$ cat src/logic/tcp_seq_pkg.sv
`default_nettype none

////////////////////////////////////////////////////////////
// sequence space and payload types
////////////////////////////////////////////////////////////

package tcp_seq_pkg;

  // tcp sequence or acknowledge number, compared in wrapping order
  typedef logic [31:0] seq_t;

  // payload length in bytes
  typedef logic [15:0] len_t;

  // checksum accumulator, word sum kept unfolded
  // the 16-bit fold belongs to the header builder
  typedef logic [31:0] cks_t;

endpackage : tcp_seq_pkg

`default_nettype wire

$ cat src/logic/tcp_tx_pkg.sv
`default_nettype none

////////////////////////////////////////////////////////////
// transmit control state machines and opcodes
////////////////////////////////////////////////////////////

package tcp_tx_pkg;

  // packetizer: waiting for a first byte, or collecting a packet
  typedef enum logic {
    pktz_idle,
    pktz_pend
  } pktz_state_t;

  typedef enum logic [2:0] {
    scan_idle,   // no connection
    scan_scan,   // look for a present entry
    scan_choose, // pick a verdict
    scan_check,  // table update write
    scan_next,   // pop and ack bookkeeping
    scan_settle, // lets a delayed descriptor write land
    scan_stream, // payload readout to the tx engine
    scan_flush   // clear the table on closure
  } scan_state_t;

  // what a visit does to its entry
  typedef enum logic [1:0] {
    verdict_keep,
    verdict_free,
    verdict_resend
  } scan_verdict_t;

endpackage : tcp_tx_pkg

`default_nettype wire

$ cat src/logic/tcp_tx_buf.sv
`default_nettype none

module tcp_tx_buf
  import tcp_seq_pkg::*;
#(
  parameter int BUF_AW = 6
) (
  input  logic              clk,
  input  logic              reset,
  input  logic              init,
  input  seq_t              init_seq,
  input  logic              in_val,
  input  logic [7:0]        in_dat,
  input  seq_t              loc_ack,
  input  logic [BUF_AW-1:0] rd_addr,
  output logic [7:0]        rd_dat,
  output seq_t              loc_seq,
  output logic              buf_full
);

  localparam int unsigned DEPTH = 2 ** BUF_AW;

  logic [7:0] mem [0:DEPTH-1]; // one byte per sequence number
  seq_t       gap;             // bytes written but not yet acked

  ////////////////////////////////////////////////////////////
  // local sequence counter
  ////////////////////////////////////////////////////////////

  // counts the byte of this cycle, visible in the next one
  always_ff @(posedge clk) begin
    if (reset) begin
      loc_seq <= '0;
    end else if (init) begin
      loc_seq <= init_seq; // connection start
    end else if (in_val) begin
      loc_seq <= loc_seq + 1'b1;
    end
  end

  ////////////////////////////////////////////////////////////
  // byte store
  ////////////////////////////////////////////////////////////

  // write side follows the stream, address is seq modulo depth
  always_ff @(posedge clk) begin
    if (in_val) begin
      mem[loc_seq[BUF_AW-1:0]] <= in_dat;
    end
  end

  // read side for the scanner, one cycle latency
  always_ff @(posedge clk) begin
    rd_dat <= mem[rd_addr];
  end

  // unacked bytes fill the store
  // the oldest one is overwritten if the stream keeps going
  assign gap      = loc_seq - loc_ack; // wraps with the sequence space
  assign buf_full = (gap >= seq_t'(DEPTH));

endmodule : tcp_tx_buf

`default_nettype wire

$ cat src/logic/tcp_tx_ctl.sv
`default_nettype none

module tcp_tx_ctl
  import tcp_seq_pkg::*;
#(
  parameter int BUF_AW      = 6,  // byte buffer depth, log2
  parameter int PKT_AW      = 2,  // descriptor table depth, log2
  parameter int MAX_PLD     = 16,
  parameter int WAIT_TICKS  = 8,
  parameter int RETX_VISITS = 20,
  parameter int RETX_TRIES  = 2
) (
  input  logic       clk,
  input  logic       reset,
  input  logic       init,
  input  seq_t       init_seq,
  input  seq_t       rem_ack,
  input  logic       in_val,
  input  logic [7:0] in_dat,
  input  logic       in_snd,
  input  logic       flush,
  input  logic       req,
  input  logic       sent,
  output logic       cts,
  output seq_t       loc_seq,
  output logic       send,
  output seq_t       pld_seq,
  output len_t       pld_len,
  output cks_t       pld_cks,
  output logic       strm_val,
  output logic       strm_sof,
  output logic       strm_eof,
  output logic [7:0] strm_dat,
  output logic       force_dcn,
  output logic       flushed
);

  logic              buf_full, tbl_full, active, desc_wr;
  seq_t              desc_start, loc_ack;
  len_t              desc_len;
  cks_t              desc_cks;
  logic [BUF_AW-1:0] rd_addr;
  logic [7:0]        rd_dat;

  tcp_tx_buf #(.BUF_AW(BUF_AW)) i_tcp_tx_buf (
    .clk, .reset, .init, .init_seq, .in_val, .in_dat,
    .loc_ack, .rd_addr, .rd_dat, .loc_seq, .buf_full
  );

  // cuts the same stream that the buffer stores
  tcp_tx_packetizer #(
    .MAX_PLD   (MAX_PLD),
    .WAIT_TICKS(WAIT_TICKS)
  ) i_tcp_tx_packetizer (
    .clk, .reset, .in_val, .in_dat, .in_snd, .flush, .loc_seq, .buf_full,
    .tbl_full, .active, .cts, .desc_wr, .desc_start, .desc_len, .desc_cks
  );

  tcp_tx_scanner #(
    .BUF_AW     (BUF_AW),
    .PKT_AW     (PKT_AW),
    .RETX_VISITS(RETX_VISITS),
    .RETX_TRIES (RETX_TRIES)
  ) i_tcp_tx_scanner (
    .clk, .reset, .init, .init_seq, .rem_ack, .flush, .req, .sent,
    .desc_wr, .desc_start, .desc_len, .desc_cks, .rd_dat,
    .active, .tbl_full, .loc_ack, .rd_addr, .send, .pld_seq, .pld_len, .pld_cks,
    .strm_val, .strm_sof, .strm_eof, .strm_dat, .force_dcn, .flushed
  );

endmodule : tcp_tx_ctl

`default_nettype wire

$ cat src/logic/tcp_tx_packetizer.sv
`default_nettype none

module tcp_tx_packetizer
  import tcp_seq_pkg::*, tcp_tx_pkg::*;
#(
  parameter int MAX_PLD    = 16,
  parameter int WAIT_TICKS = 8
) (
  input  logic       clk,
  input  logic       reset,
  input  logic       in_val,
  input  logic [7:0] in_dat,
  input  logic       in_snd,
  input  logic       flush,
  input  seq_t       loc_seq,
  input  logic       buf_full,
  input  logic       tbl_full,
  input  logic       active,
  output logic       cts,
  output logic       desc_wr,
  output seq_t       desc_start,
  output len_t       desc_len,
  output cks_t       desc_cks
);

  localparam int TW = $clog2(WAIT_TICKS + 1);

  pktz_state_t   state;
  len_t          cnt, cnt_nxt;         // bytes in the open packet
  cks_t          cks, cks_nxt, cks_fin;
  seq_t          start, start_nxt;     // seq of the first byte
  logic [7:0]    hold, last;           // high byte of an unpaired word
  logic [TW-1:0] idle_cnt;             // cycles since the last byte
  logic          pkt_open, close;

  // user may write only with a live connection and room everywhere
  assign cts = active && !tbl_full && !buf_full;

  ////////////////////////////////////////////////////////////
  // next values, including the byte of this cycle
  ////////////////////////////////////////////////////////////

  assign pkt_open  = (state == pktz_pend) || in_val;
  assign cnt_nxt   = cnt + len_t'(in_val);
  assign start_nxt = (state == pktz_idle) ? loc_seq : start;
  assign last      = in_val ? in_dat : hold;

  // odd count so far means this byte completes a big-endian word
  assign cks_nxt = (in_val && cnt[0]) ? cks + cks_t'({hold, in_dat}) : cks;
  // odd length pads the last byte with a low zero
  assign cks_fin = cnt_nxt[0] ? cks_nxt + cks_t'({last, 8'h00}) : cks_nxt;

  // the four ways a packet ends
  assign close = pkt_open && (in_snd ||
                              buf_full ||
                              (cnt_nxt == len_t'(MAX_PLD)) ||
                              (!in_val && idle_cnt == TW'(WAIT_TICKS - 1)));

  ////////////////////////////////////////////////////////////
  // packet fsm
  ////////////////////////////////////////////////////////////

  always_ff @(posedge clk) begin
    if (reset) begin
      state    <= pktz_idle;
      cnt      <= '0;
      cks      <= '0;
      idle_cnt <= '0;
      desc_wr  <= 1'b0;
    end else begin
      desc_wr <= close && !flush; // nothing new is queued while closing down
      if (close) begin
        state    <= pktz_idle;
        cnt      <= '0;
        cks      <= '0;
        idle_cnt <= '0;
      end else if (pkt_open) begin
        state    <= pktz_pend;
        cnt      <= cnt_nxt;
        cks      <= cks_nxt;
        idle_cnt <= in_val ? '0 : idle_cnt + 1'b1; // restart on every byte
      end
    end
  end

  // byte pairing, packet start and the descriptor itself
  always_ff @(posedge clk) begin
    if (in_val) hold <= in_dat;
    if (state == pktz_idle) start <= loc_seq; // seq of the coming first byte
    if (close) begin
      desc_start <= start_nxt;
      desc_len   <= cnt_nxt;
      desc_cks   <= cks_fin;
    end
  end

endmodule : tcp_tx_packetizer

`default_nettype wire

$ cat src/logic/tcp_tx_scanner.sv
`default_nettype none

module tcp_tx_scanner
  import tcp_seq_pkg::*, tcp_tx_pkg::*;
#(
  parameter int BUF_AW      = 6,
  parameter int PKT_AW      = 2,
  parameter int RETX_VISITS = 20,
  parameter int RETX_TRIES  = 2
) (
  input  logic              clk,
  input  logic              reset,
  input  logic              init,
  input  seq_t              init_seq,
  input  seq_t              rem_ack,
  input  logic              flush,
  input  logic              req,
  input  logic              sent,
  input  logic              desc_wr,
  input  seq_t              desc_start,
  input  len_t              desc_len,
  input  cks_t              desc_cks,
  input  logic [7:0]        rd_dat,
  output logic              active,
  output logic              tbl_full,
  output seq_t              loc_ack,
  output logic [BUF_AW-1:0] rd_addr,
  output logic              send,
  output seq_t              pld_seq,
  output len_t              pld_len,
  output cks_t              pld_cks,
  output logic              strm_val,
  output logic              strm_sof,
  output logic              strm_eof,
  output logic [7:0]        strm_dat,
  output logic              force_dcn,
  output logic              flushed
);

  localparam int DEPTH = 2 ** PKT_AW;
  localparam int VW    = $clog2(RETX_VISITS + 1);
  localparam int TW    = $clog2(RETX_TRIES + 2); // room for one try past the limit

  // descriptor table
  seq_t              tbl_start  [0:DEPTH-1];
  len_t              tbl_len    [0:DEPTH-1];
  cks_t              tbl_cks    [0:DEPTH-1];
  logic [TW-1:0]     tbl_tries  [0:DEPTH-1];
  logic [VW-1:0]     tbl_visits [0:DEPTH-1];
  logic [DEPTH-1:0]  present;
  logic [PKT_AW:0]   push_ptr, pop_ptr, fill;
  logic [PKT_AW+1:0] held;

  scan_state_t       state;
  scan_verdict_t     verdict;
  logic [PKT_AW-1:0] idx; // entry being visited

  logic pend_v; // descriptor held back from the write port
  seq_t pend_start;
  len_t pend_len;
  cks_t pend_cks;

  logic [TW-1:0] cur_tries;
  logic [VW-1:0] cur_visits;
  seq_t          stop_rd, cur_stop, ack_diff, ack_adv;
  logic          give_up;

  // single write port shared by updates and new descriptors
  logic              upd_wr, new_wr, wr_en, wr_present;
  logic [PKT_AW-1:0] wr_idx;
  logic [TW-1:0]     wr_tries;
  logic [VW-1:0]     wr_visits;

  len_t cnt;                       // bytes issued in this send
  logic done, iss_val, iss_sof, iss_eof;

  assign active   = (state != scan_idle);
  assign fill     = push_ptr - pop_ptr;
  // count descriptors still on their way too, the open packet never overflows
  assign held     = {1'b0, fill} + (PKT_AW+2)'(pend_v) + (PKT_AW+2)'(desc_wr);
  assign tbl_full = (held >= (PKT_AW+2)'(DEPTH));

  assign stop_rd = tbl_start[idx] + seq_t'(tbl_len[idx]); // expected ack
  assign ack_adv = cur_stop - loc_ack;
  assign give_up = (cur_tries > TW'(RETX_TRIES));

  ////////////////////////////////////////////////////////////
  // table write port
  ////////////////////////////////////////////////////////////

  assign upd_wr = (state == scan_check); // the visit has priority
  assign new_wr = pend_v && !upd_wr && (state != scan_flush);
  assign wr_en  = upd_wr || new_wr;
  assign wr_idx = upd_wr ? idx : push_ptr[PKT_AW-1:0];

  always_comb begin
    wr_present = 1'b1;
    wr_tries   = cur_tries;
    wr_visits  = cur_visits;
    if (!upd_wr) begin
      wr_tries  = '0;
      wr_visits = VW'(RETX_VISITS); // so the first visit sends at once
    end else begin
      case (verdict)
        verdict_free   : wr_present = 1'b0;
        verdict_resend : begin
          if (!give_up) begin
            wr_tries  = cur_tries + 1'b1;
            wr_visits = '0;
          end
        end
        default        : wr_visits = cur_visits + 1'b1;
      endcase
    end
  end

  always_ff @(posedge clk) begin
    if (new_wr) begin
      tbl_start[wr_idx] <= pend_start;
      tbl_len[wr_idx]   <= pend_len;
      tbl_cks[wr_idx]   <= pend_cks;
    end
    if (wr_en) begin
      tbl_tries[wr_idx]  <= wr_tries;
      tbl_visits[wr_idx] <= wr_visits;
    end
    if (desc_wr) begin
      pend_start <= desc_start;
      pend_len   <= desc_len;
      pend_cks   <= desc_cks;
    end
    if (state == scan_scan && present[idx]) begin // latch the visited entry
      pld_seq    <= tbl_start[idx];
      pld_len    <= tbl_len[idx];
      pld_cks    <= tbl_cks[idx];
      cur_tries  <= tbl_tries[idx];
      cur_visits <= tbl_visits[idx];
      cur_stop   <= stop_rd;
      ack_diff   <= stop_rd - rem_ack; // bit 31 set means already acked
    end
    strm_dat <= rd_dat;
  end

  ////////////////////////////////////////////////////////////
  // scan fsm
  ////////////////////////////////////////////////////////////

  always_ff @(posedge clk) begin
    if (reset) begin
      state     <= scan_idle;
      verdict   <= verdict_keep;
      idx       <= '0;
      push_ptr  <= '0;
      pop_ptr   <= '0;
      present   <= '0;
      pend_v    <= 1'b0;
      loc_ack   <= '0;
      rd_addr   <= '0;
      send      <= 1'b0;
      force_dcn <= 1'b0;
      flushed   <= 1'b0;
      cnt       <= '0;
      done      <= 1'b0;
      iss_val   <= 1'b0;
      iss_sof   <= 1'b0;
      iss_eof   <= 1'b0;
    end else begin
      send    <= 1'b0;
      flushed <= 1'b0;
      iss_val <= 1'b0;
      pend_v  <= desc_wr || (pend_v && !new_wr);
      if (wr_en) present[wr_idx] <= wr_present;
      if (new_wr) push_ptr <= push_ptr + 1'b1;
      case (state)
        scan_idle   : idx <= '0; // parked until init
        scan_scan   : begin
          if (flush) begin
            idx   <= '0;
            state <= scan_flush;
          end else if (present[idx]) state <= scan_choose;
          else idx <= idx + 1'b1; // empty slot, try the next
        end
        scan_choose : begin
          if (ack_diff[31] || ack_diff == '0) verdict <= verdict_free;
          else if (cur_visits == VW'(RETX_VISITS)) verdict <= verdict_resend;
          else verdict <= verdict_keep;
          state <= scan_check;
        end
        scan_check  : begin
          if (verdict == verdict_resend && give_up) force_dcn <= 1'b1; // stays until init
          if (verdict == verdict_resend && !give_up) begin
            send    <= 1'b1;
            rd_addr <= pld_seq[BUF_AW-1:0];
            cnt     <= '0;
            done    <= 1'b0;
            state   <= scan_stream;
          end else begin
            state <= scan_next;
          end
        end
        scan_next   : begin
          if (verdict == verdict_free) begin
            pop_ptr <= pop_ptr + 1'b1;
            if (!ack_adv[31]) loc_ack <= cur_stop; // never moves backwards
          end
          idx   <= idx + 1'b1;
          state <= scan_settle;
        end
        scan_settle : state <= scan_scan;
        scan_stream : begin
          if (req && !done) begin // one byte per req cycle
            iss_val <= 1'b1;
            iss_sof <= (cnt == '0);
            iss_eof <= (cnt == pld_len - 1'b1);
            done    <= (cnt == pld_len - 1'b1);
            cnt     <= cnt + 1'b1;
            rd_addr <= rd_addr + 1'b1;
          end
          if (flush) begin
            idx   <= '0;
            state <= scan_flush;
          end else if (sent) begin
            idx   <= idx + 1'b1;
            state <= scan_settle;
          end
        end
        scan_flush  : begin
          present[idx] <= 1'b0;
          idx          <= idx + 1'b1;
          if (&idx) begin // last slot cleared
            pop_ptr <= push_ptr;
            pend_v  <= 1'b0;
            flushed <= 1'b1;
            state   <= scan_idle;
          end
        end
        default     : state <= scan_idle;
      endcase
      if (init) begin // new connection, the table starts empty
        state     <= scan_scan;
        idx       <= '0;
        push_ptr  <= '0;
        pop_ptr   <= '0;
        present   <= '0;
        pend_v    <= 1'b0;
        loc_ack   <= init_seq;
        force_dcn <= 1'b0;
      end
    end
  end

  // output stage, data arrives one cycle after its address
  always_ff @(posedge clk) begin
    if (reset) begin
      strm_val <= 1'b0;
      strm_sof <= 1'b0;
      strm_eof <= 1'b0;
    end else begin
      strm_val <= iss_val;
      strm_sof <= iss_val && iss_sof;
      strm_eof <= iss_val && iss_eof;
    end
  end

endmodule : tcp_tx_scanner

`default_nettype wire

$ cat config.mk
export PLATFORM = sky130hd
export DESIGN_NAME = tcp_tx_ctl
export DESIGN_NICKNAME = d
export VERILOG_FILES = /design/src/logic/tcp_seq_pkg.sv /design/src/logic/tcp_tx_pkg.sv /design/src/logic/tcp_tx_buf.sv /design/src/logic/tcp_tx_ctl.sv /design/src/logic/tcp_tx_packetizer.sv /design/src/logic/tcp_tx_scanner.sv
export SDC_FILE = /design/constraint.sdc
export NUM_CORES = 2
export LEC_CHECK = 0
export BUFFER_PORTS_ARGS = -buffer_cell sky130_fd_sc_hd__buf_2
export CELL_PAD_IN_SITES_DETAIL_PLACEMENT = 0
export CELL_PAD_IN_SITES_GLOBAL_PLACEMENT = 1
export CORE_UTILIZATION = 46
export DETAILED_ROUTE_END_ITERATION = 7
export GPL_TIMING_DRIVEN = 1
export PLACE_DENSITY = 0.78
export SLEW_MARGIN = 25
export SYNTH_ARGS = -nofsm -noshare
export SYNTH_HDL_FRONTEND = slang
export SYNTH_SLANG_ARGS = --single-unit
$ cat constraint.sdc
create_clock -name clk -period 9.55 [get_ports clk]
set_clock_uncertainty 0.1 [all_clocks]
set_input_delay 0.955 -clock clk [delete_from_list [all_inputs] [get_ports clk]]
set_output_delay 0.955 -clock clk [all_outputs]
set_load 0.05 [all_outputs]
== Word level (Yosys, flattened, before mapping) ==
Memory sizes are Yosys's and may differ from the RTL's. A register that Yosys moved wholly into a read port is not among the register bits.
Cells that the tools add are included.

* Memories kept: 6
* Bits in registers: 488
* Logic and storage cells: 234
* RAM bits: 860
* Input bits: 80
* Output and inout bits: 127

{| class="wikitable"
|+ Memories
! memory !! depth !! bits a word !! rd ports !! clocked after memory_dff !! write ports !! RTL line !! source
|-
| i_tcp_tx_buf.mem || 64 || 8 || 1 || 1 || 1 || tcp_tx_buf.sv:23 || <nowiki>logic [7:0] mem [0:DEPTH-1];</nowiki>
|-
| i_tcp_tx_scanner.tbl_cks || 4 || 32 || 1 || 1 || 1 || tcp_tx_scanner.sv:47 || <nowiki>cks_t tbl_cks [0:DEPTH-1];</nowiki>
|-
| i_tcp_tx_scanner.tbl_start || 4 || 32 || 1 || 1 || 1 || tcp_tx_scanner.sv:45 || <nowiki>seq_t tbl_start [0:DEPTH-1];</nowiki>
|-
| i_tcp_tx_scanner.tbl_len || 4 || 16 || 1 || 1 || 1 || tcp_tx_scanner.sv:46 || <nowiki>len_t tbl_len [0:DEPTH-1];</nowiki>
|-
| i_tcp_tx_scanner.tbl_visits || 4 || 5 || 1 || 1 || 1 || tcp_tx_scanner.sv:49 || <nowiki>logic [VW-1:0] tbl_visits [0:DEPTH-1];</nowiki>
|-
| i_tcp_tx_scanner.tbl_tries || 4 || 2 || 1 || 1 || 1 || tcp_tx_scanner.sv:48 || <nowiki>logic [TW-1:0] tbl_tries [0:DEPTH-1];</nowiki>
|}

* Equality and inequality tests: 25
* Mux-type cells: 72
* Magnitude comparators: 7
* Bitwise logic cells: 5
* Add/subtract/negate cells: 20
* Reductions and logical operators: 59

{| class="wikitable"
|+ Operators by type and width
! operator !! number
|-
| two-way mux 32 bit || 9
|-
| adder 32 x 16 -> 32 bit || 3
|-
| subtractor 32 bit || 3
|-
| adder 32 x 1 -> 32 bit (second input constant) || 1
|-
| greater-or-equal comparator 32 x 7 -> 1 bit (second input constant) || 1
|-
| zero test 32 bit || 1
|-
| two-way mux 16 bit || 2
|-
| one-hot mux 16 bit (2 select lines) || 1
|-
| two-way mux 2 bit || 15
|-
| two-way mux 3 bit || 7
|-
| one-hot mux 3 bit (7 select lines) || 1
|-
| two-way mux 1 bit || 19
|-
| logical AND 1 bit || 17
|-
| adder 16 x 1 -> 16 bit || 1
|-
| adder 16 x 1 -> 16 bit (second input constant) || 1
|-
| equality test 16 bit || 1
|-
| equality test 16 x 5 -> 1 bit (second input constant) || 1
|-
| zero test 16 bit || 1
|-
| two-way mux 4 bit || 4
|-
| subtractor 16 x 1 -> 16 bit (second input constant) || 1
|-
| equality test 3 bit (second input constant) || 4
|-
| two-way mux 6 bit || 2
|-
| != test 3 bit (second input constant) || 4
|-
| one-hot mux 6 bit (2 select lines) || 1
|-
| other kinds (46) || 87
|}

== Longest topological paths before layout ==
* Depth after elaboration: 11
* Mapped depth: 28
* Depth with buffers taken out: 25

== Cells and area by module ==
A second synthesis with hierarchy kept.

* Cells, all modules: 3,929
* Area, all modules: 59,997.5 µm²

{| class="wikitable"
|+ By module, submodules not included
! module !! seq. area each (µm²) !! times used !! area an instance (µm²) !! cells each
|-
| tcp_tx_scanner || 19,228.4 || 1 || 27,821.7 || 1,758
|-
| tcp_tx_buf || 16,175.5 || 1 || 23,775.3 || 1,389
|-
| tcp_tx_packetizer || 4,284.1 || 1 || 8,400.6 || 782
|}

== Least setup slack after synthesis ==
OpenSTA, ideal clock, no wires.

* Path kind: input -> register
* Start point: input port in_val
* End point: register i_tcp_tx_packetizer.desc_cks[0] (enable)
* Setup slack: 1,964 ps
* Data required time: 8,930 ps
* Stages on the path: 11
* Buffers on the path: 1
* Setup time: 520 ps
* Data arrival time: 6,966 ps
* Cells stage by stage: ha_1 -> ha_1 -> nand3_1 -> nor2_1 -> xor2_1 -> or4_1 -> or4_1 -> o31ai_1 -> and4b_1 -> buf_4 -> nor2_1

* Word-level cells in the longest chain between the ends: 5
* Elaborated cells on any way between the ends: 8
* Those cells by class: 1 x add/sub; 1 x eq/ne; 6 x reduce/logical

{| class="wikitable"
|+ Ends and longest elaborated chain
! what !! RTL line !! source
|-
| from (decl) || tcp_tx_ctl.sv:18 || <nowiki>input logic in_val,</nowiki>
|-
| adder 16 x 1 -> 16 bit || tcp_tx_packetizer.sv:44 || <nowiki>assign cnt_nxt = cnt + len_t'(in_val);</nowiki>
|-
| via i_tcp_tx_packetizer.cnt_nxt[6] || tcp_tx_packetizer.sv:29 || <nowiki>len_t cnt, cnt_nxt;</nowiki>
|-
| equality test 16 x 5 -> 1 bit || tcp_tx_packetizer.sv:56 || <nowiki>(cnt_nxt == len_t'(MAX_PLD)) ||</nowiki>
|-
| logical OR 1 bit || tcp_tx_packetizer.sv:55 || <nowiki>buf_full ||</nowiki>
|-
| logical OR 1 bit || tcp_tx_packetizer.sv:56 ||
|-
| logical AND 1 bit || tcp_tx_packetizer.sv:54 || <nowiki>assign close = pkt_open && (in_snd ||</nowiki>
|-
| via i_tcp_tx_packetizer.close || tcp_tx_packetizer.sv:34 || <nowiki>logic pkt_open, close;</nowiki>
|-
| to (signal assigned) || tcp_tx_packetizer.sv:93 || <nowiki>desc_cks <= cks_fin;</nowiki>
|-
| to (decl) || tcp_tx_packetizer.sv:23 || <nowiki>output cks_t desc_cks</nowiki>
|}

The timed path passes the listed nets, and every way through them passes these cells.
A chain may end at the register's enable or synchronous reset.

==> impl_metrics.toml <==
[pwr]
p_per_area_nw_per_um2 = 197.7
power_w = 0.01330
ir_drop_v = 0.0001907
p_leak_nw = 22.90

[detailed_routing]
wire_per_inst_um = 24.71
routed_wl_um = 144400
vias = 33511
first_pass_iters = 8
drc = 0
drt_first_iter_violations = 3039
ant_nets = 0
vias_per_cell = 5.732

[synthesis]
postSynthCellCount = 3822
synth_ff_type = "edfxtp_1"
synth_seq_area_share_pct = 66.89
syn_area_per_cell_um2 = 15.52
ys_types = 80
syn-cell-area_um2 = 59330
synth_warnings = 0
synth-seq-cells = 1397
async_flop_share_pct = 0
synth_edf_count = 1171
syn-num-nets = 4060

[sta]
max_slew_margin_pct = 30.97
rsz0062_at_grt = "no"
setup-violations-final = 0
worst_slack_ns = 2.702
slew_viol_final = 0
worst_slew_pin_slew_ns = 1.035
fin_setup_tns_ns = 0
fmax_mhz = 146.0
post-route-min-period_ns = 6.848
period_share_pct = 71.71
finalHoldViolCount = 0
whs_ns = 0.2262

[finish]
fin_nets = 4298
syn_to_final_growth_pct = 13.38
final_cell_mix = "edfxtp_1, mux4_2, nor2_1, dfxtp_1, buf_2"
drive_above_1_share_pct = 20.31
final_util_pct = 52.69
final_common_cell = "edfxtp_1"

[worst_setup_path]
crit_type = "register to register"
worstPathRequired_ns = 9.96
crit_family = "compound AO/OA/AOI/OAI gates"
cpPeakStageDelay_ns = 0.63
cpMaxStageDelayCell = "a21oi_1"
worstPathCellList = "buf_4 > mux4_2 > ha_1 > nor2b_1 > o21ai_0 > a21boi_0 > o21ai_0 > a21oi_1 > a211o_1 > a31o_2 > a21oi_1 > nand2b_1 > xnor2_1 > ha_1 > a21o_1 > a21oi_1 > nor2b_1 > a31o_2 > a31oi_1 > a41oi_1 > a211o_1 > o21ai_0 > xor2_1 > xnor2_1"
end_kind = "register"
worstSetupStartpointType = "register"
cp_max_fo = 40
critPathBufInv = 1
critPathArrivalTime_ns = 7.25

[run_status]
status = "complete, no violations"

[cts]
numClockSinks = 1397
cts_tree = "built"
clk_pin_slew_ns = 0.06
post_cts_resized = 0
root_buffer = "clkbuf_16"
clockBufferDepth = 3
post_cts_buffers = 0
htreeDepth = 4
hold_buffers = 0
insertion_delay_ns = 0.77
cts_buffers = 144

[placed_design]
place_congestion = 0.9039
dp_hpwl_um = 98690
pre_cts_slack_ns = 2.723
portBuffers = 206

[die]
fp.coreArea_um2 = 127700
dieHeight_um = 361.1
fp.dieW_um = 361.1
die_area_um2 = 130400
start_util_pct = 46.47
num_io_pins = 207
row_count = 131

[grt]
grt_pass1_wl_um = 214300
grt_pass1_vias = 32919
grt-ovfl-total = 0
antenna_found_initial = 9
grt_usage_pct = 22.10
grt_max_degree = 81

[run]
maxCapViolations = 0

[hold_path]
hp-class = "register to register"
-- metal layers --
metal  wire, um  GRT usage, %  vias up
met2      70390         36.14     1077
met4       3088         5.824        4
met5         19             0        -
li1           -             -    15295
met1      61670         30.63    16950
met3       9275         3.833      185
-- report_power, final --
group	internal (W)	total (W)	switching, W
Sequential	0.00669	0.00676	0.0000680
Clock	0.00332	0.00573	0.00240
Combinational	0.000288	0.000818	0.000529
-- worst reg2reg max path, delay by kind of cell (launching register included) --
kind,cells,cell delay [ns]
flops,1,0.47
simple gates,3,0.51
compound gates,14,3.40
xor+xnor,3,0.37
fa+ha+maj,2,0.74
mux,1,0.44
buf+inv,1,0.55
-- cell usage after synthesis (all sizes together), types with 8 or more instances --
cell type / instances / share of area (%)
edfxtp: 1171 / 59
nor2: 259 / 1.7
mux4: 256 / 9.7
dfxtp: 226 / 7.6
a21oi: 179 / 1.5
nand2: 172 / 1.1
inv: 163 / 1.0
ha: 152 / 3.2
xnor2: 138 / 2.0
clkbuf: 121 / 0.77
o21ai: 99 / 0.84
xor2: 84 / 1.2
nand3: 76 / 0.64
mux2: 55 / 1.0
o21a: 50 / 0.63
nor3: 48 / 0.40
or3: 47 / 0.50
a21o: 43 / 0.54
nand4: 42 / 0.44
buf: 40 / 0.31
and3: 34 / 0.36
o311a: 32 / 0.54
nor4: 26 / 0.30
o211ai: 24 / 0.30
nor2b: 23 / 0.24
nand2b: 20 / 0.21
and2: 18 / 0.19
a211oi: 16 / 0.21
a31oi: 16 / 0.19
o21bai: 15 / 0.19
mux2i: 13 / 0.22
a22o: 12 / 0.18
nor3b: 10 / 0.13
nand3b: 9 / 0.11
o31ai: 9 / 0.11
and4: 8 / 0.12
or2: 8 / 0.084
or4: 8 / 0.11
-- state kept, by name, summed over array words and instances, names as in the netlist, 64 cells and up, named ones only --
register	count
i_tcp_tx_scanner.tbl_len	64
i_tcp_tx_buf.mem	512
i_tcp_tx_scanner.tbl_cks	128
i_tcp_tx_scanner.tbl_start	128
-- path summary, 6_finish.rpt --
path | from | end | slack (ns) | cells after the start
worst max-delay path | register | i_tcp_tx_scanner.ack_diff[31]$_DFFE_PP_ | 2.70 | 24
worst min-delay path | i_tcp_tx_buf.rd_dat[5]$_DFF_P_ | i_tcp_tx_scanner.strm_dat[5]$_DFF_P_ | 0.23 | 0
worst min register to register | i_tcp_tx_buf.rd_dat[5]$_DFF_P_ | i_tcp_tx_scanner.strm_dat[5]$_DFF_P_ | 0.23 | 0
worst max register to register | register | i_tcp_tx_scanner.ack_diff[31]$_DFFE_PP_ | 2.70 | 24
-- area by class of cell --
| cell class | count | area (um2) |
|---|---|---|
| multi-input cells | 2101 | 18450 |
| flip-flops and latches | 1397 | 39710 |
| well taps | 1662 | 2079 |
| diodes | 3 | 7.507 |
| fillers | 10263 | 60410 |
| clock buffers | 189 | 3926 |
| inverters | 163 | 611.8 |
| clock inverters | 78 | 960.9 |
| repair buffers | 253 | 1530 |
-- stage by stage --
| step | area [um2] | cells |
|---|---|---|
| floorplan | 59330 | 3822 |
| global placement | 62180 | 5569 |
| detailed placement | 62320 | 5574 |
| CTS | 67210 | 5841 |
| global route | 67270 | 5844 |
| finish | 67270 | 5846 |
-- cells by family (layout without fill, tap and decap cells) --
logic type | count (synthesis) | count (layout) | share of synthesized area (%)
xor gates and xnor gates | 222 | 222 | 3.277
AOI/OAI and AO/OA | 569 | 569 | 6.379
DFF | 1397 | 1397 | 66.89
muxes | 324 | 324 | 10.98
adders and majority gates | 158 | 158 | 3.408
other | 0 | 3 | 0
buffers and inverters | 324 | 683 | 2.107
and+or+nand+nor | 828 | 828 | 6.959
Note: power is estimated with default switching activity, not from simulation.
